File: config.mk
export PLATFORM = sky130hd
export DESIGN_NAME = pic_top
export DESIGN_NICKNAME = d
export VERILOG_FILES = /design/src/design/pic_bus_pkg.sv /design/src/design/pic_cmd_pkg.sv /design/src/design/pic_top.sv /design/src/design/pic_ack_sequencer.sv /design/src/design/pic_priority_resolver.sv /design/src/design/pic_request_line.sv /design/src/design/pic_command_decoder.sv
export VERILOG_INCLUDE_DIRS = /design/src /design/src/design
export SDC_FILE = /design/constraint.sdc
export NUM_CORES = 1
export LEC_CHECK = 0
export BUFFER_PORTS_ARGS = -buffer_cell sky130_fd_sc_hd__buf_4
export CAP_MARGIN = 20
export CORE_ASPECT_RATIO = 1.2
export CORE_MARGIN = 2
export CORE_UTILIZATION = 40
export DETAILED_ROUTE_END_ITERATION = 7
export HOLD_SLACK_MARGIN = 0.1
export MAX_ROUTING_LAYER = met4
export SKIP_LAST_GASP = 1
export SYNTH_ARGS = -nofsm -noshare
export SYNTH_HDL_FRONTEND = slang
export SYNTH_HIERARCHICAL = 1
export SYNTH_SLANG_ARGS = --single-unit
File: constraint.sdc
create_clock -name clock -period 7.39 [get_ports clock]
set_clock_uncertainty 0.05 [all_clocks]
set_input_delay 0.739 -clock clock [delete_from_list [all_inputs] [get_ports clock]]
set_output_delay 0.739 -clock clock [all_outputs]
set_load 0.02 [all_outputs]
File: src/design/pic_settings.svh
/*
 * Controller size macros
 * Request line count, line number width, CPU data width
 */
`ifndef PIC_SETTINGS_SVH
`define PIC_SETTINGS_SVH

// Request lines
`define PIC_NUM_LINES  8

// Bits to name one line
`define PIC_LEVEL_BITS 3

// CPU data bus
`define PIC_DATA_BITS  8

`endif
File: src/design/pic_bus_pkg.sv
/*
 * CPU bus struct
 * Per-line control and status structs
 */
`include "pic_settings.svh"

package pic_bus_pkg;

    // Write strobe lasts one cycle, read strobe may be held
    typedef struct packed {
        logic                      wr;
        logic                      rd;
        logic                      a0;
        logic [`PIC_DATA_BITS-1:0] data;
    } cpu_bus_t;

    typedef struct packed {
        logic mask;
        logic clear_isr;
        logic init;
    } line_ctrl_t;

    // All fields come straight from flops in the line cell
    typedef struct packed {
        logic pending;
        logic irr;
        logic isr;
    } line_status_t;

endpackage

File: src/design/pic_cmd_pkg.sv
/*
 * Command word layouts for ICW1, OCW2 and OCW3
 * Init sequence, OCW2 opcode, read select and acknowledge enums
 * EOI command struct and OCW2 opcode decode
 */
`include "pic_settings.svh"

package pic_cmd_pkg;

    typedef enum logic [1:0] {READY, WAIT_ICW2, WAIT_ICW4} init_state_t;

    // Values follow OCW2 bits 7..5 (R, SL, EOI)
    typedef enum logic [2:0] {
        OP_NONE         = 3'b000,
        OP_EOI_NONSPEC  = 3'b001,
        OP_EOI_SPEC     = 3'b011,
        OP_ROT_NONSPEC  = 3'b101,
        OP_SET_PRIORITY = 3'b110,
        OP_ROT_SPEC     = 3'b111
    } ocw2_op_t;

    typedef enum logic {SEL_IRR, SEL_ISR} read_sel_t;

    typedef enum logic [2:0] {IDLE, WAIT_ACK, ACK1, ACK2, POLL} ack_state_t;

    typedef struct packed {
        logic                       valid;
        ocw2_op_t                   op;
        logic [`PIC_LEVEL_BITS-1:0] level;
    } eoi_cmd_t;

    typedef struct packed {
        logic [2:0] addr_hi;
        logic       one;
        logic       ltim;
        logic       adi;
        logic       sngl;
        logic       ic4;
    } icw1_t;

    typedef struct packed {
        logic [2:0]                 cmd;
        logic [1:0]                 tag;
        logic [`PIC_LEVEL_BITS-1:0] level;
    } ocw2_t;

    typedef struct packed {
        logic       d7;
        logic [1:0] smm;
        logic [1:0] tag;
        logic       poll;
        logic       rr;
        logic       ris;
    } ocw3_t;

    // AEOI rotate controls and the no-op code map to OP_NONE
    function automatic ocw2_op_t ocw2_decode(input logic [2:0] bits);
        ocw2_op_t op;
        case (bits)
            3'b001:  op = OP_EOI_NONSPEC;
            3'b011:  op = OP_EOI_SPEC;
            3'b101:  op = OP_ROT_NONSPEC;
            3'b110:  op = OP_SET_PRIORITY;
            3'b111:  op = OP_ROT_SPEC;
            default: op = OP_NONE;
        endcase
        return op;
    endfunction

endpackage

File: src/design/pic_top.sv
/*
 * Interrupt controller top level
 * Decoder, eight request lines, resolver and sequencer
 */
`timescale 1ns/100ps
`include "pic_settings.svh"

module pic_top (
    input  logic                       clock,
    input  logic                       reset,
    input  pic_bus_pkg::cpu_bus_t      bus,
    input  logic                       inta_n,
    input  logic [`PIC_NUM_LINES-1:0]  irq,
    output logic                       int_req,
    output logic [`PIC_DATA_BITS-1:0]  data_out,
    output logic                       data_valid
);
    import pic_cmd_pkg::*;
    import pic_bus_pkg::*;

    logic [`PIC_NUM_LINES-1:0]                 mask;
    logic                                      init;
    logic [`PIC_DATA_BITS-`PIC_LEVEL_BITS-1:0] vector_base;
    read_sel_t                                 read_sel;
    logic                                      poll_cmd;
    eoi_cmd_t                                  eoi_cmd;
    line_ctrl_t   [`PIC_NUM_LINES-1:0]         line_ctrl;
    line_status_t [`PIC_NUM_LINES-1:0]         line_status;
    logic [`PIC_NUM_LINES-1:0]                 grant;
    logic [`PIC_LEVEL_BITS-1:0]                grant_level;
    logic [`PIC_NUM_LINES-1:0]                 clear_isr;
    logic                                      latch;

    pic_command_decoder i_command_decoder (
        .clock, .reset, .bus, .mask, .init, .vector_base, .read_sel, .poll_cmd, .eoi_cmd
    );

    for (genvar g = 0; g < `PIC_NUM_LINES; g++) begin : g_line
        // Clear comes from the resolver, the rest from the decoder
        assign line_ctrl[g].mask      = mask[g];
        assign line_ctrl[g].clear_isr = clear_isr[g];
        assign line_ctrl[g].init      = init;

        pic_request_line i_request_line (
            .clock, .reset, .irq(irq[g]), .ctrl(line_ctrl[g]), .grant(grant[g]),
            .latch, .status(line_status[g])
        );
    end

    pic_priority_resolver i_priority_resolver (
        .clock, .reset, .status(line_status), .eoi_cmd, .grant, .grant_level, .clear_isr
    );

    pic_ack_sequencer i_ack_sequencer (
        .clock, .reset, .bus, .inta_n, .status(line_status), .grant_level, .mask,
        .vector_base, .read_sel, .poll_cmd, .latch, .int_req, .data_out, .data_valid
    );

endmodule

File: src/design/pic_ack_sequencer.sv
/*
 * INTA and poll state machine
 * Interrupt request output, ISR latch pulse
 * Read data mux for vector, poll word, mask, IRR and ISR
 */
`timescale 1ns/100ps
`include "pic_settings.svh"

module pic_ack_sequencer (
    input  logic                                           clock,
    input  logic                                           reset,
    input  pic_bus_pkg::cpu_bus_t                          bus,
    input  logic                                           inta_n,
    input  pic_bus_pkg::line_status_t [`PIC_NUM_LINES-1:0] status,
    input  logic [`PIC_LEVEL_BITS-1:0]                     grant_level,
    input  logic [`PIC_NUM_LINES-1:0]                      mask,
    input  logic [`PIC_DATA_BITS-`PIC_LEVEL_BITS-1:0]      vector_base,
    input  pic_cmd_pkg::read_sel_t                         read_sel,
    input  logic                                           poll_cmd,
    output logic                                           latch,
    output logic                                           int_req,
    output logic [`PIC_DATA_BITS-1:0]                      data_out,
    output logic                                           data_valid
);
    import pic_cmd_pkg::*;
    import pic_bus_pkg::*;

    localparam int LB  = `PIC_LEVEL_BITS;
    localparam int PAD = `PIC_DATA_BITS - 1 - `PIC_LEVEL_BITS;

    ack_state_t               state;
    ack_state_t               state_next;
    logic                     inta_q;
    logic                     inta_fall;
    logic                     inta_rise;
    logic                     rd_q;
    logic                     poll_done;
    logic                     has_req;
    logic [LB-1:0]            ack_level;
    logic [LB-1:0]            poll_level;
    logic [`PIC_NUM_LINES-1:0] irr_vec;
    logic [`PIC_NUM_LINES-1:0] isr_vec;

    assign inta_fall = inta_q && !inta_n;
    assign inta_rise = !inta_q && inta_n;

    // Resolver points at a blocking ISR line when nothing wins
    assign has_req    = status[grant_level].pending && !status[grant_level].isr;
    assign poll_level = has_req ? grant_level : '0;
    assign poll_done  = (state == POLL) && rd_q && !bus.rd;
    assign latch      = ((state == WAIT_ACK) && inta_fall) || (poll_done && has_req);

    always_comb begin
        state_next = state;
        case (state)
            IDLE:     if (poll_cmd) state_next = POLL;
                      else if (has_req) state_next = WAIT_ACK;
            WAIT_ACK: if (poll_cmd) state_next = POLL;
                      else if (inta_fall) state_next = ACK1;
                      else if (!has_req) state_next = IDLE;
            ACK1:     if (inta_rise) state_next = ACK2;
            ACK2:     if (inta_rise) state_next = IDLE;
            POLL:     if (poll_done) state_next = IDLE;
            default:  state_next = IDLE;
        endcase
    end

    always_ff @(posedge clock) begin
        if (reset) begin
            state   <= IDLE;
            inta_q  <= 1'b1;
            rd_q    <= 1'b0;
            int_req <= 1'b0;
        end else begin
            state   <= state_next;
            inta_q  <= inta_n;
            rd_q    <= bus.rd && !bus.a0;
            int_req <= has_req || (state_next == ACK1) || (state_next == ACK2);
        end
    end

    always_ff @(posedge clock) begin
        if (latch) begin
            ack_level <= grant_level;
        end
    end

    always_comb begin
        for (int i = 0; i < `PIC_NUM_LINES; i++) begin
            irr_vec[i] = status[i].irr;
            isr_vec[i] = status[i].isr;
        end
    end

    always_comb begin
        data_out   = '0;
        data_valid = 1'b0;
        if ((state == ACK2) && !inta_n) begin
            data_out   = {vector_base, ack_level};
            data_valid = 1'b1;
        end else if (bus.rd) begin
            data_valid = 1'b1;
            if (bus.a0) begin
                data_out = mask;
            end else if (state == POLL) begin
                data_out = {has_req, {PAD{1'b0}}, poll_level};
            end else begin
                data_out = (read_sel == SEL_ISR) ? isr_vec : irr_vec;
            end
        end
    end

    // Read and INTA never overlap while data is driven
    data_only_on_strobe: assert property (
        @(posedge clock) disable iff (reset)
        data_valid |-> (bus.rd != !inta_n)
    ) else $error("data driven without exactly one of read and INTA");

endmodule

File: src/design/pic_priority_resolver.sv
/*
 * Rotating priority resolver
 * Grant of the best pending line, top in-service level
 * EOI line select and lowest-priority pointer
 */
`timescale 1ns/100ps
`include "pic_settings.svh"

module pic_priority_resolver (
    input  logic                                           clock,
    input  logic                                           reset,
    input  pic_bus_pkg::line_status_t [`PIC_NUM_LINES-1:0] status,
    input  pic_cmd_pkg::eoi_cmd_t                          eoi_cmd,
    output logic [`PIC_NUM_LINES-1:0]                      grant,
    output logic [`PIC_LEVEL_BITS-1:0]                     grant_level,
    output logic [`PIC_NUM_LINES-1:0]                      clear_isr
);
    import pic_cmd_pkg::*;
    import pic_bus_pkg::*;

    localparam int LB = `PIC_LEVEL_BITS;

    logic [LB-1:0] lowest;
    logic [LB-1:0] scan_level;
    logic [LB-1:0] win_level;
    logic [LB-1:0] top_isr;
    logic          found;
    logic          isr_found;

    // Walk from just after the lowest line, first in-service line stops the search
    always_comb begin
        grant      = '0;
        scan_level = '0;
        win_level  = '0;
        top_isr    = '0;
        found      = 1'b0;
        isr_found  = 1'b0;
        for (int i = 1; i <= `PIC_NUM_LINES; i++) begin
            scan_level = lowest + LB'(i);
            if (status[scan_level].isr && !isr_found) begin
                isr_found = 1'b1;
                top_isr   = scan_level;
            end
            if (!found && !isr_found && status[scan_level].pending) begin
                found             = 1'b1;
                grant[scan_level] = 1'b1;
                win_level         = scan_level;
            end
        end
        // Blocking in-service line when nothing wins
        grant_level = found ? win_level : top_isr;
    end

    always_comb begin
        clear_isr = '0;
        if (eoi_cmd.valid) begin
            case (eoi_cmd.op)
                OP_EOI_NONSPEC, OP_ROT_NONSPEC: clear_isr[top_isr]       = isr_found;
                OP_EOI_SPEC, OP_ROT_SPEC:       clear_isr[eoi_cmd.level] = 1'b1;
                default:                        clear_isr                = '0;
            endcase
        end
    end

    always_ff @(posedge clock) begin
        if (reset) begin
            lowest <= '1;
        end else if (eoi_cmd.valid) begin
            case (eoi_cmd.op)
                OP_ROT_NONSPEC:               lowest <= isr_found ? top_isr : lowest;
                OP_ROT_SPEC, OP_SET_PRIORITY: lowest <= eoi_cmd.level;
                default:                      lowest <= lowest;
            endcase
        end
    end

endmodule

File: src/design/pic_request_line.sv
/*
 * One interrupt request line
 * Edge detect, IRR, ISR and registered status
 */
`timescale 1ns/100ps

module pic_request_line (
    input  logic                      clock,
    input  logic                      reset,
    input  logic                      irq,
    input  pic_bus_pkg::line_ctrl_t   ctrl,
    input  logic                      grant,
    input  logic                      latch,
    output pic_bus_pkg::line_status_t status
);

    logic irq_sample;
    logic irq_prev;
    logic irq_rise;
    logic take;
    logic irr_next;
    logic isr_next;

    assign irq_rise = irq_sample && !irq_prev;

    // Acknowledge moves this request into service
    assign take = latch && grant;

    assign irr_next = irq_rise || (status.irr && !take);
    assign isr_next = take || (status.isr && !ctrl.clear_isr);

    always_ff @(posedge clock) begin
        if (reset || ctrl.init) begin
            irq_sample <= 1'b0;
            irq_prev   <= 1'b0;
            status     <= '0;
        end else begin
            irq_sample     <= irq;
            irq_prev       <= irq_sample;
            status.irr     <= irr_next;
            status.isr     <= isr_next;
            // Follows the mask one cycle late
            status.pending <= irr_next && !ctrl.mask;
        end
    end

    // EOI from the CPU never lands on a line being acknowledged
    no_take_and_clear: assert property (
        @(posedge clock) disable iff (reset)
        !(take && ctrl.clear_isr)
    ) else $error("line latched and cleared in the same cycle");

endmodule

File: src/design/pic_command_decoder.sv
/*
 * Write decode for ICW1, ICW2, ICW4 and OCW1 to OCW3
 * Init sequence, vector base, mask and read select registers
 * One-cycle init, poll and EOI command pulses
 */
`timescale 1ns/100ps
`include "pic_settings.svh"

module pic_command_decoder (
    input  logic                                      clock,
    input  logic                                      reset,
    input  pic_bus_pkg::cpu_bus_t                     bus,
    output logic [`PIC_NUM_LINES-1:0]                 mask,
    output logic                                      init,
    output logic [`PIC_DATA_BITS-`PIC_LEVEL_BITS-1:0] vector_base,
    output pic_cmd_pkg::read_sel_t                    read_sel,
    output logic                                      poll_cmd,
    output pic_cmd_pkg::eoi_cmd_t                     eoi_cmd
);
    import pic_cmd_pkg::*;
    import pic_bus_pkg::*;

    init_state_t init_state;
    logic        icw4_needed;
    icw1_t       icw1;
    ocw2_t       ocw2;
    ocw3_t       ocw3;
    logic        cmd_port_wr;
    logic        data_port_wr;
    logic        in_ready;
    logic        icw1_wr;
    logic        ocw1_wr;
    logic        ocw2_wr;
    logic        ocw3_wr;

    assign icw1 = icw1_t'(bus.data);
    assign ocw2 = ocw2_t'(bus.data);
    assign ocw3 = ocw3_t'(bus.data);

    assign cmd_port_wr  = bus.wr && !bus.a0;
    assign data_port_wr = bus.wr && bus.a0;
    assign in_ready     = (init_state == READY);

    // ICW1 restarts init at any time and OCWs count only once init is done
    assign icw1_wr = cmd_port_wr && icw1.one;
    assign ocw2_wr = cmd_port_wr && (ocw2.tag == 2'b00) && in_ready;
    assign ocw3_wr = cmd_port_wr && (ocw3.tag == 2'b01) && in_ready;
    assign ocw1_wr = data_port_wr && in_ready;

    always_ff @(posedge clock) begin
        if (reset) begin
            init_state  <= READY;
            icw4_needed <= 1'b0;
        end else if (icw1_wr) begin
            init_state  <= WAIT_ICW2;
            icw4_needed <= icw1.ic4;
        end else if (data_port_wr) begin
            case (init_state)
                WAIT_ICW2: init_state <= icw4_needed ? WAIT_ICW4 : READY;
                // ICW4 contents are accepted and dropped
                WAIT_ICW4: init_state <= READY;
                default:   init_state <= init_state;
            endcase
        end
    end

    // Vector bits T7..T3
    always_ff @(posedge clock) begin
        if (data_port_wr && (init_state == WAIT_ICW2)) begin
            vector_base <= bus.data[`PIC_DATA_BITS-1:`PIC_LEVEL_BITS];
        end
    end

    always_ff @(posedge clock) begin
        if (reset) begin
            mask     <= '1;
            read_sel <= SEL_IRR;
        end else begin
            if (ocw1_wr) begin
                mask <= bus.data;
            end
            if (ocw3_wr && ocw3.rr) begin
                read_sel <= ocw3.ris ? SEL_ISR : SEL_IRR;
            end
        end
    end

    always_ff @(posedge clock) begin
        if (reset) begin
            init          <= 1'b0;
            poll_cmd      <= 1'b0;
            eoi_cmd.valid <= 1'b0;
            eoi_cmd.op    <= OP_NONE;
            eoi_cmd.level <= '0;
        end else begin
            init          <= icw1_wr;
            poll_cmd      <= ocw3_wr && ocw3.poll;
            eoi_cmd.valid <= ocw2_wr;
            eoi_cmd.op    <= ocw2_decode(ocw2.cmd);
            eoi_cmd.level <= ocw2.level;
        end
    end

    // A held strobe would step the init sequence twice
    wr_one_cycle: assert property (
        @(posedge clock) disable iff (reset)
        bus.wr |=> !bus.wr
    ) else $error("write strobe held longer than one cycle");

endmodule

# --- Word-level counts from Yosys, hierarchy flattened ---
# Index checks and enable logic that the tools add are counted.
word_totals:
  in_bits: 22
  output_inout_bits: 10
  ff_bits: 78
  elab_cells: 397
classes:
  muxes: 106
  add_sub_neg: 7
  eq_ne: 20
  reduce_logical: 178
  n_lt_le_gt_ge: 21
  bitwise_logic: 8
op_table:
  columns: ["cell", "n"]
  rows:
  - ["8-bit 2-to-1 mux", 14]
  - ["3-bit 2-to-1 mux", 36]
  - ["1-bit logical AND", 92]
  - ["3-bit binary-select mux with 3-bit select", 9]
  - ["8-bit bitwise OR", 7]
  - ["1-bit logical NOT", 52]
  - ["3-bit by 4-bit less-than comparator with 1-bit output, second input constant", 11]
  - ["1-bit 2-to-1 mux", 31]
  - ["1-bit demux with 3-bit select", 10]
  - ["3-bit by 1-bit greater-or-equal comparator with 1-bit output, second input constant", 10]
  - ["3-bit case mux with 5 select lines", 2]
  - ["3-bit == test, second input constant", 7]
  - ["1-bit logical OR", 20]
  - ["3-bit by 2-bit == test with 1-bit output, second input constant", 6]
  - ["8-bit case mux with 2 select lines", 1]
  - ["3-bit adder, second input constant", 4]
  - ["3-bit by 1-bit == test with 1-bit output, second input constant", 3]
  - ["8-bit bitwise AND", 1]
  - ["2-bit OR reduction", 4]
  - ["3-bit by 2-bit adder with 3-bit output, second input constant", 2]
  - ["3-bit case mux with 2 select lines", 1]
  - ["2-bit nonzero test", 3]
  - ["2-bit by 1-bit == test with 1-bit output, second input constant", 2]
  - ["2-bit logical NOT", 2]
  - ["other kinds (9)", 10]

# --- Logic depth before layout (Yosys ltp) ---
depth:
  ltp_word: 47
  mapped_depth: 22
  ltp_nobuf: 16

# --- Cells and area by module ---
# The synthesis kept the hierarchy.
modules_own_cells:
  columns: ["mod", "cells_per_inst", "area_per_inst_um2", "instances", "seq_area_each_um2"]
  rows:
  - ["pic_priority_resolver", 285, 2509.9, 1, 60.1]
  - ["pic_request_line", 14, 183.9, 8, 100.1]
  - ["pic_command_decoder", 92, 985.9, 1, 570.5]
  - ["pic_ack_sequencer", 108, 844.6, 1, 210.2]

# --- Worst setup path after synthesis ---
# No wires, ideal clock.
synth_path:
  path_kind: "register -> register"
  startpoint: "register i_priority_resolver.lowest[1]"
  endpoint: "register g_line[0].i_request_line/status[2] (netlist name)"
  setup_time_ns: 0.105
  t_arrival_ns: 5.613
  stages_incl_launch_ff: 20
  path_slack_ns: 1.622
  period_less_slack_ns: 5.768
  n_path_buf: 4
  path_cell_list: "dfxtp_1 buf_6 buf_6 buf_2 clkinv_1 ha_1 buf_6 mux4_2 nor3b_1 a31oi_1 a31oi_4 nor4bb_4 nor3b_4 nor4b_1 o22ai_1 mux4_2 o2111ai_4 o21ai_1 a21bo_1 a2111oi_4"
synth_between:
  elab_chain_cells: 47
  word_cells_on_any_way: 159
  cone_classes: "7 x add/sub; 16 x order compare; 75 x mux; 7 x bitwise; 54 x reduce/logical"
synth_lines:
  columns: ["element", "line_no", "source"]
  rows:
  - ["from (decl)", "pic_priority_resolver.sv:23", "logic [LB-1:0] lowest;"]
  - ["from (signal assigned)", "pic_priority_resolver.sv:70", "OP_ROT_NONSPEC: lowest <= isr_found ? top_isr : lowest;"]
  - ["from (signal assigned)", "pic_priority_resolver.sv:71", "OP_ROT_SPEC, OP_SET_PRIORITY: lowest <= eoi_cmd.level;"]
  - ["from (signal assigned)", "pic_priority_resolver.sv:72", "default: lowest <= lowest;"]
  - ["3-bit by 1-bit adder with 3-bit output", "pic_priority_resolver.sv:39", "scan_level = lowest + LB'(i);"]
  - ["3-bit binary-select mux with 3-bit select", "pic_priority_resolver.sv:40, pic_priority_resolver.sv:44", null]
  - ["3-bit 2-to-1 mux (implied by the code)", "pic_priority_resolver.sv:40", "if (status[scan_level].isr && !isr_found) begin"]
  - ["1-bit 2-to-1 mux", "pic_priority_resolver.sv:40", null]
  - ["1-bit logical NOT", "pic_priority_resolver.sv:40, pic_priority_resolver.sv:44", null]
  - ["1-bit logical AND (on tied branches)", "pic_priority_resolver.sv:44, pic_priority_resolver.sv:40", null]
  - ["1-bit 2-to-1 mux (on tied branches)", "pic_priority_resolver.sv:44, pic_priority_resolver.sv:40", null]
  - ["1-bit logical NOT (on tied branches)", "pic_priority_resolver.sv:44, pic_priority_resolver.sv:40", null]
  - ["[... 28 more ...]", null, null]
  - ["via grant_level[0]", "pic_top.sv:30", "logic [`PIC_LEVEL_BITS-1:0] grant_level;"]
  - ["[... 4 more ...]", null, null]
  - ["1-bit logical AND *", "pic_ack_sequencer.sv:51", "assign latch = ((state == WAIT_ACK) && inta_fall) || (poll_done && has_req);"]
  - ["1-bit logical OR *", "pic_ack_sequencer.sv:51", null]
  - ["via latch", "pic_top.sv:32", "logic latch;"]
  - ["1-bit logical AND *", "pic_request_line.sv:27", "assign take = latch && grant;"]
  - ["1-bit logical NOT *", "pic_request_line.sv:29", "assign irr_next = irq_rise || (status.irr && !take);"]
  - ["1-bit logical AND *", "pic_request_line.sv:29", null]
  - ["1-bit logical OR *", "pic_request_line.sv:29", null]
  - ["1-bit logical AND *", "pic_request_line.sv:43", "status.pending <= irr_next && !ctrl.mask;"]
# Mark *: on every way through the listed nets, which the timed path passes. The rest lies on a longest branch. The select of a mux whose other input is x is not followed.
# A chain may end at the register's enable or synchronous reset.

# --- Worst setup path after layout ---
layout_path:
  startpoint: "register i_priority_resolver.lowest[0]"
  endpoint: "output port data_out[7]"
layout_between:
  elab_chain_cells: 44
  word_cells_on_any_way: 101
  cone_classes: "7 x add/sub; 55 x mux; 39 x reduce/logical"
layout_lines:
  columns: ["element", "line_no", "source"]
  rows:
  - ["3-bit by 1-bit adder with 3-bit output", "pic_priority_resolver.sv:39", null]
  - ["3-bit binary-select mux with 3-bit select", "pic_priority_resolver.sv:40, pic_priority_resolver.sv:44", null]
  - ["3-bit 2-to-1 mux (implied by the code)", "pic_priority_resolver.sv:40", null]
  - ["1-bit 2-to-1 mux", "pic_priority_resolver.sv:40", null]
  - ["1-bit logical NOT", "pic_priority_resolver.sv:40, pic_priority_resolver.sv:44", null]
  - ["1-bit logical AND (on tied branches)", "pic_priority_resolver.sv:44, pic_priority_resolver.sv:40", null]
  - ["1-bit 2-to-1 mux (on tied branches)", "pic_priority_resolver.sv:44, pic_priority_resolver.sv:40", null]
  - ["1-bit logical NOT (on tied branches)", "pic_priority_resolver.sv:44, pic_priority_resolver.sv:40", null]
  - ["[... 28 more ...]", null, null]
  - ["via grant_level[0]", "pic_top.sv:30", null]
  - ["3-bit binary-select mux with 3-bit select *", "pic_ack_sequencer.sv:48", "assign has_req = status[grant_level].pending && !status[grant_level].isr;"]
  - ["3-bit 2-to-1 mux (implied by the code) *", "pic_ack_sequencer.sv:48", null]
  - ["1-bit logical NOT", "pic_ack_sequencer.sv:48", null]
  - ["1-bit logical AND *", "pic_ack_sequencer.sv:48", null]
  - ["8-bit 2-to-1 mux *", "pic_ack_sequencer.sv:105", "end else if (state == POLL) begin"]
  - ["8-bit 2-to-1 mux *", "pic_ack_sequencer.sv:103", "if (bus.a0) begin"]
  - ["8-bit 2-to-1 mux *", "pic_ack_sequencer.sv:101", "end else if (bus.rd) begin"]
  - ["8-bit 2-to-1 mux *", "pic_ack_sequencer.sv:98", "if ((state == ACK2) && !inta_n) begin"]
  - ["to (decl)", "pic_top.sv:15", "output logic [`PIC_DATA_BITS-1:0] data_out,"]
# Marked as above.

==> metrics <==
outcome=complete, no violations; Die W=114 um; Area Growth Syn to Fin=11.3%; DIE HEIGHT=136 um; Adder-Cell Fraction of Synth Area=0.0194; starting density of the core=0.407; VDD IR max=137 uV; antenna-violating nets left=0; Pwr Density=157 mW/mm^2; fin nets=650; number of remaining DRC errors=0; number of synthesized flops with an enable pin=8; Hold/Removal Path Class=reg -> reg; proportion of synthesized area in mux cells=0.204; Psw=261 uW; placed insts=783; num rows=48; largest family of logic cells by synthesized area=simple AND/OR/NAND/NOR gates; wire length on met1=6.86 mm; Tcrit/Tclk final=0.883; met3 WL=675 um; drt wl/cell=20.6 um; pin count of the biggest net entering global routing=71; Most used DFF post-synth=dfxtp_1; Highest Signal Layer=met4; layout cells sized above 1=0.220; YS warnings=6; Port Buffers=31; simple-gate share of the synthesized area=0.230; Max FO, Critical Path=30; Hold-fix buffers, CTS=0; total grt overflow=0; Post-Route WL=16.5 mm; CTS tree=built; vias=4947; Die Footprint=0.0155 mm^2; Detailed Route Iter0 Violations=387; Setup Crit Path Kind=reg -> out; fill count=1411; # resized after CTS=0; Internal=754 uW; global-route wire length before repair=26.9 mm; Final Hold Violating Endpoints=0; Final Wtd Congestion=0.917; Synth area leaders=dfxtp_1 24%, mux4_2 10%, mux2i_1 5.2%; Seq/Total Area, Yosys=0.282; Switching Fraction=0.257; Cells after Synth=597; Seq. cell area=0.00164 mm^2; max-slew violation count=0; CP endpoint kind=output pin; Root Driver=clkbuf_16; largest area contributor in the netlist=dfxtp_1; Peak Freq=153 MHz; first-pass detailed-route iteration total=5; Worst setup SP type=register; Seq cells post-synth=78; total negative slack=0 ps; CTS H-tree lvls=3; Core Area=0.0143 mm^2; combinational power share=0.115; CP required=6600 ps; Min-Delay Startpoint=g_line[5].i_request_line/irq_sample$_SDFF_PP0_; post-synthesis compound-gate area fraction=0.215; RSZ-0062 raised after global routing=false; I/O pin cnt=32; Critical Path AT=5730 ps; clk sink count=78; area of the multi-input gates=0.00393 mm^2; Mean Syn Cell Area=9.74 um^2; post-CTS setup buffer count=0; Max Cap Viol=0; Longest Clk Path Bufs=2; sequential share of power=0.454; final cell count without fillers=799; n_diodes=0; vias in the first global route=5139; count leader, synth=dfxtp_1; Vias/cell=6.19; clk slew on worst S/H paths=60 ps; initial antenna violation count=0; xor-xnor portion of the synthesized cell area=0.00883; Netlist Area Pre-Place=0.00581 mm^2; Worst Tran Pin Value=1070 ps; hpwl dp=11.9 mm; FFs w/ async S/R, synth=0; worst r2r src=i_priority_resolver/lowest[0]$_SDFFE_PP1P_; crit path from=i_priority_resolver/lowest[0]$_SDFFE_PP1P_; min Tclk post-route=6520 ps; Synth top cells by count=70 x dfxtp_1, 55 x nand2_1, 30 x mux2i_1; Total GRT Usage=0.227; Skew-Pair Late Insertion Delay=340 ps; Clk pwr share=0.431; Leakage=0.00229 uW; Hold Slack=426 ps; met2 routed WL=8.61 mm; relative slew slack=0.288; post-synth cell types=80; Final setup viols=0; Yosys top cell area share=0.241; syn nets=628; TritonCTS buffer count=9
[sequential cells by signal, indices dropped and copies added (netlist names)]
register                          flops
g_line.i_request_line/irq_prev        8
g_line.i_request_line/irq_sample      8
g_line.i_request_line/status         24
i_ack_sequencer/ack_level             3
i_ack_sequencer/int_req               1
i_ack_sequencer/inta_q                1
i_ack_sequencer/rd_q                  1
i_ack_sequencer/state                 3
i_command_decoder/eoi_cmd             7
i_command_decoder/icw4_needed         1
i_command_decoder/init                1
i_command_decoder/init_state          2
i_command_decoder/mask                8
i_command_decoder/poll_cmd            1
i_command_decoder/read_sel            1
i_command_decoder/vector_base         5
i_priority_resolver/lowest            3
[power groups by stage]
stage	Combinational [uW]	Clock [uW]	Sequential, uW
CTS	117	447	460
floorplan	77.3	0	464
global route	128	461	462
finish	117	437	460
detailed placement	116	0	469
global placement	114	0	469
[critical path: stages, from the launching register on]
cell and delay, ps:
dfxtp_1 330, buf_4 390, ha_1 350, xor2_1 470, buf_4 270, mux4_2 570, nor2_1 200, nand4_1 260
nor3_1 590, nor4b_1 150, o22ai_1 520, mux4_2 640, o2111ai_4 300, a22oi_1 150, buf_4 170
[per-stage QoR]
step / area (um^2) / utilization / setup WS, ps / power, uW
finish: 6470 / 0.453 / 868 / 1010
CTS: 6470 / 0.453 / 940 / 1020
global route: 6470 / 0.453 / 489 / 1050
detailed placement: 6170 / 0.431 / 1330 / 585
floorplan: 5810 / - / 1620 / 541
global placement: 6170 / 0.431 / 1410 / 583
[logic make-up (layout without fill, tap and decap cells)]
group,count (synthesis),after routing
multiplexers,82,82
XOR/XNOR,5,5
AO/OA/AOI/OAI,146,146
buffers and inverters,48,75
AND/OR/NAND/NOR,229,229
adder cells (fa/ha/maj),9,9
flip-flops,78,78
[layout by cell type, fill, tap and decap left out, types with 16 or more instances in the layout]
master / n
mux2_2: 20
mux2i_1: 30
inv_1: 16
nand3_1: 17
nor3b_1: 22
a211oi_1: 18
nor2_1: 26
a21oi_1: 20
nor3_1: 17
nand2_1: 55
mux4_2: 26
dfxtp_1: 69
buf_4: 40
nand2b_1: 27
[cell type report]
type	instances	area share
sequential	78	0.254
tap	175	0.0338
inverter	19	0.0110
clock inverter	5	0.00619
timing repair buffer	40	0.0464
clock buffer	11	0.0408
multi-input combinational	471	0.608
[final timing paths]
path                                                                      end  slack (ps)  depth (start not counted)
worst max-delay path                                              data_out[7]         870                         14
worst min-delay path             g_line[5].i_request_line/irq_prev$_SDFF_PP0_         430                          1
worst max register to register  g_line[7].i_request_line/status[2]$_SDFF_PP0_        1290                         16
worst min register to register   g_line[5].i_request_line/irq_prev$_SDFF_PP0_         430                          1
[per-layer routing]
layer / global-route usage / vias up
li1: - / 2348
met5: - / -
met4: 0.0827 / 0
met3: 0.0232 / 25
met2: 0.402 / 152
met1: 0.267 / 2422
Power figures use the tool's default switching activity.
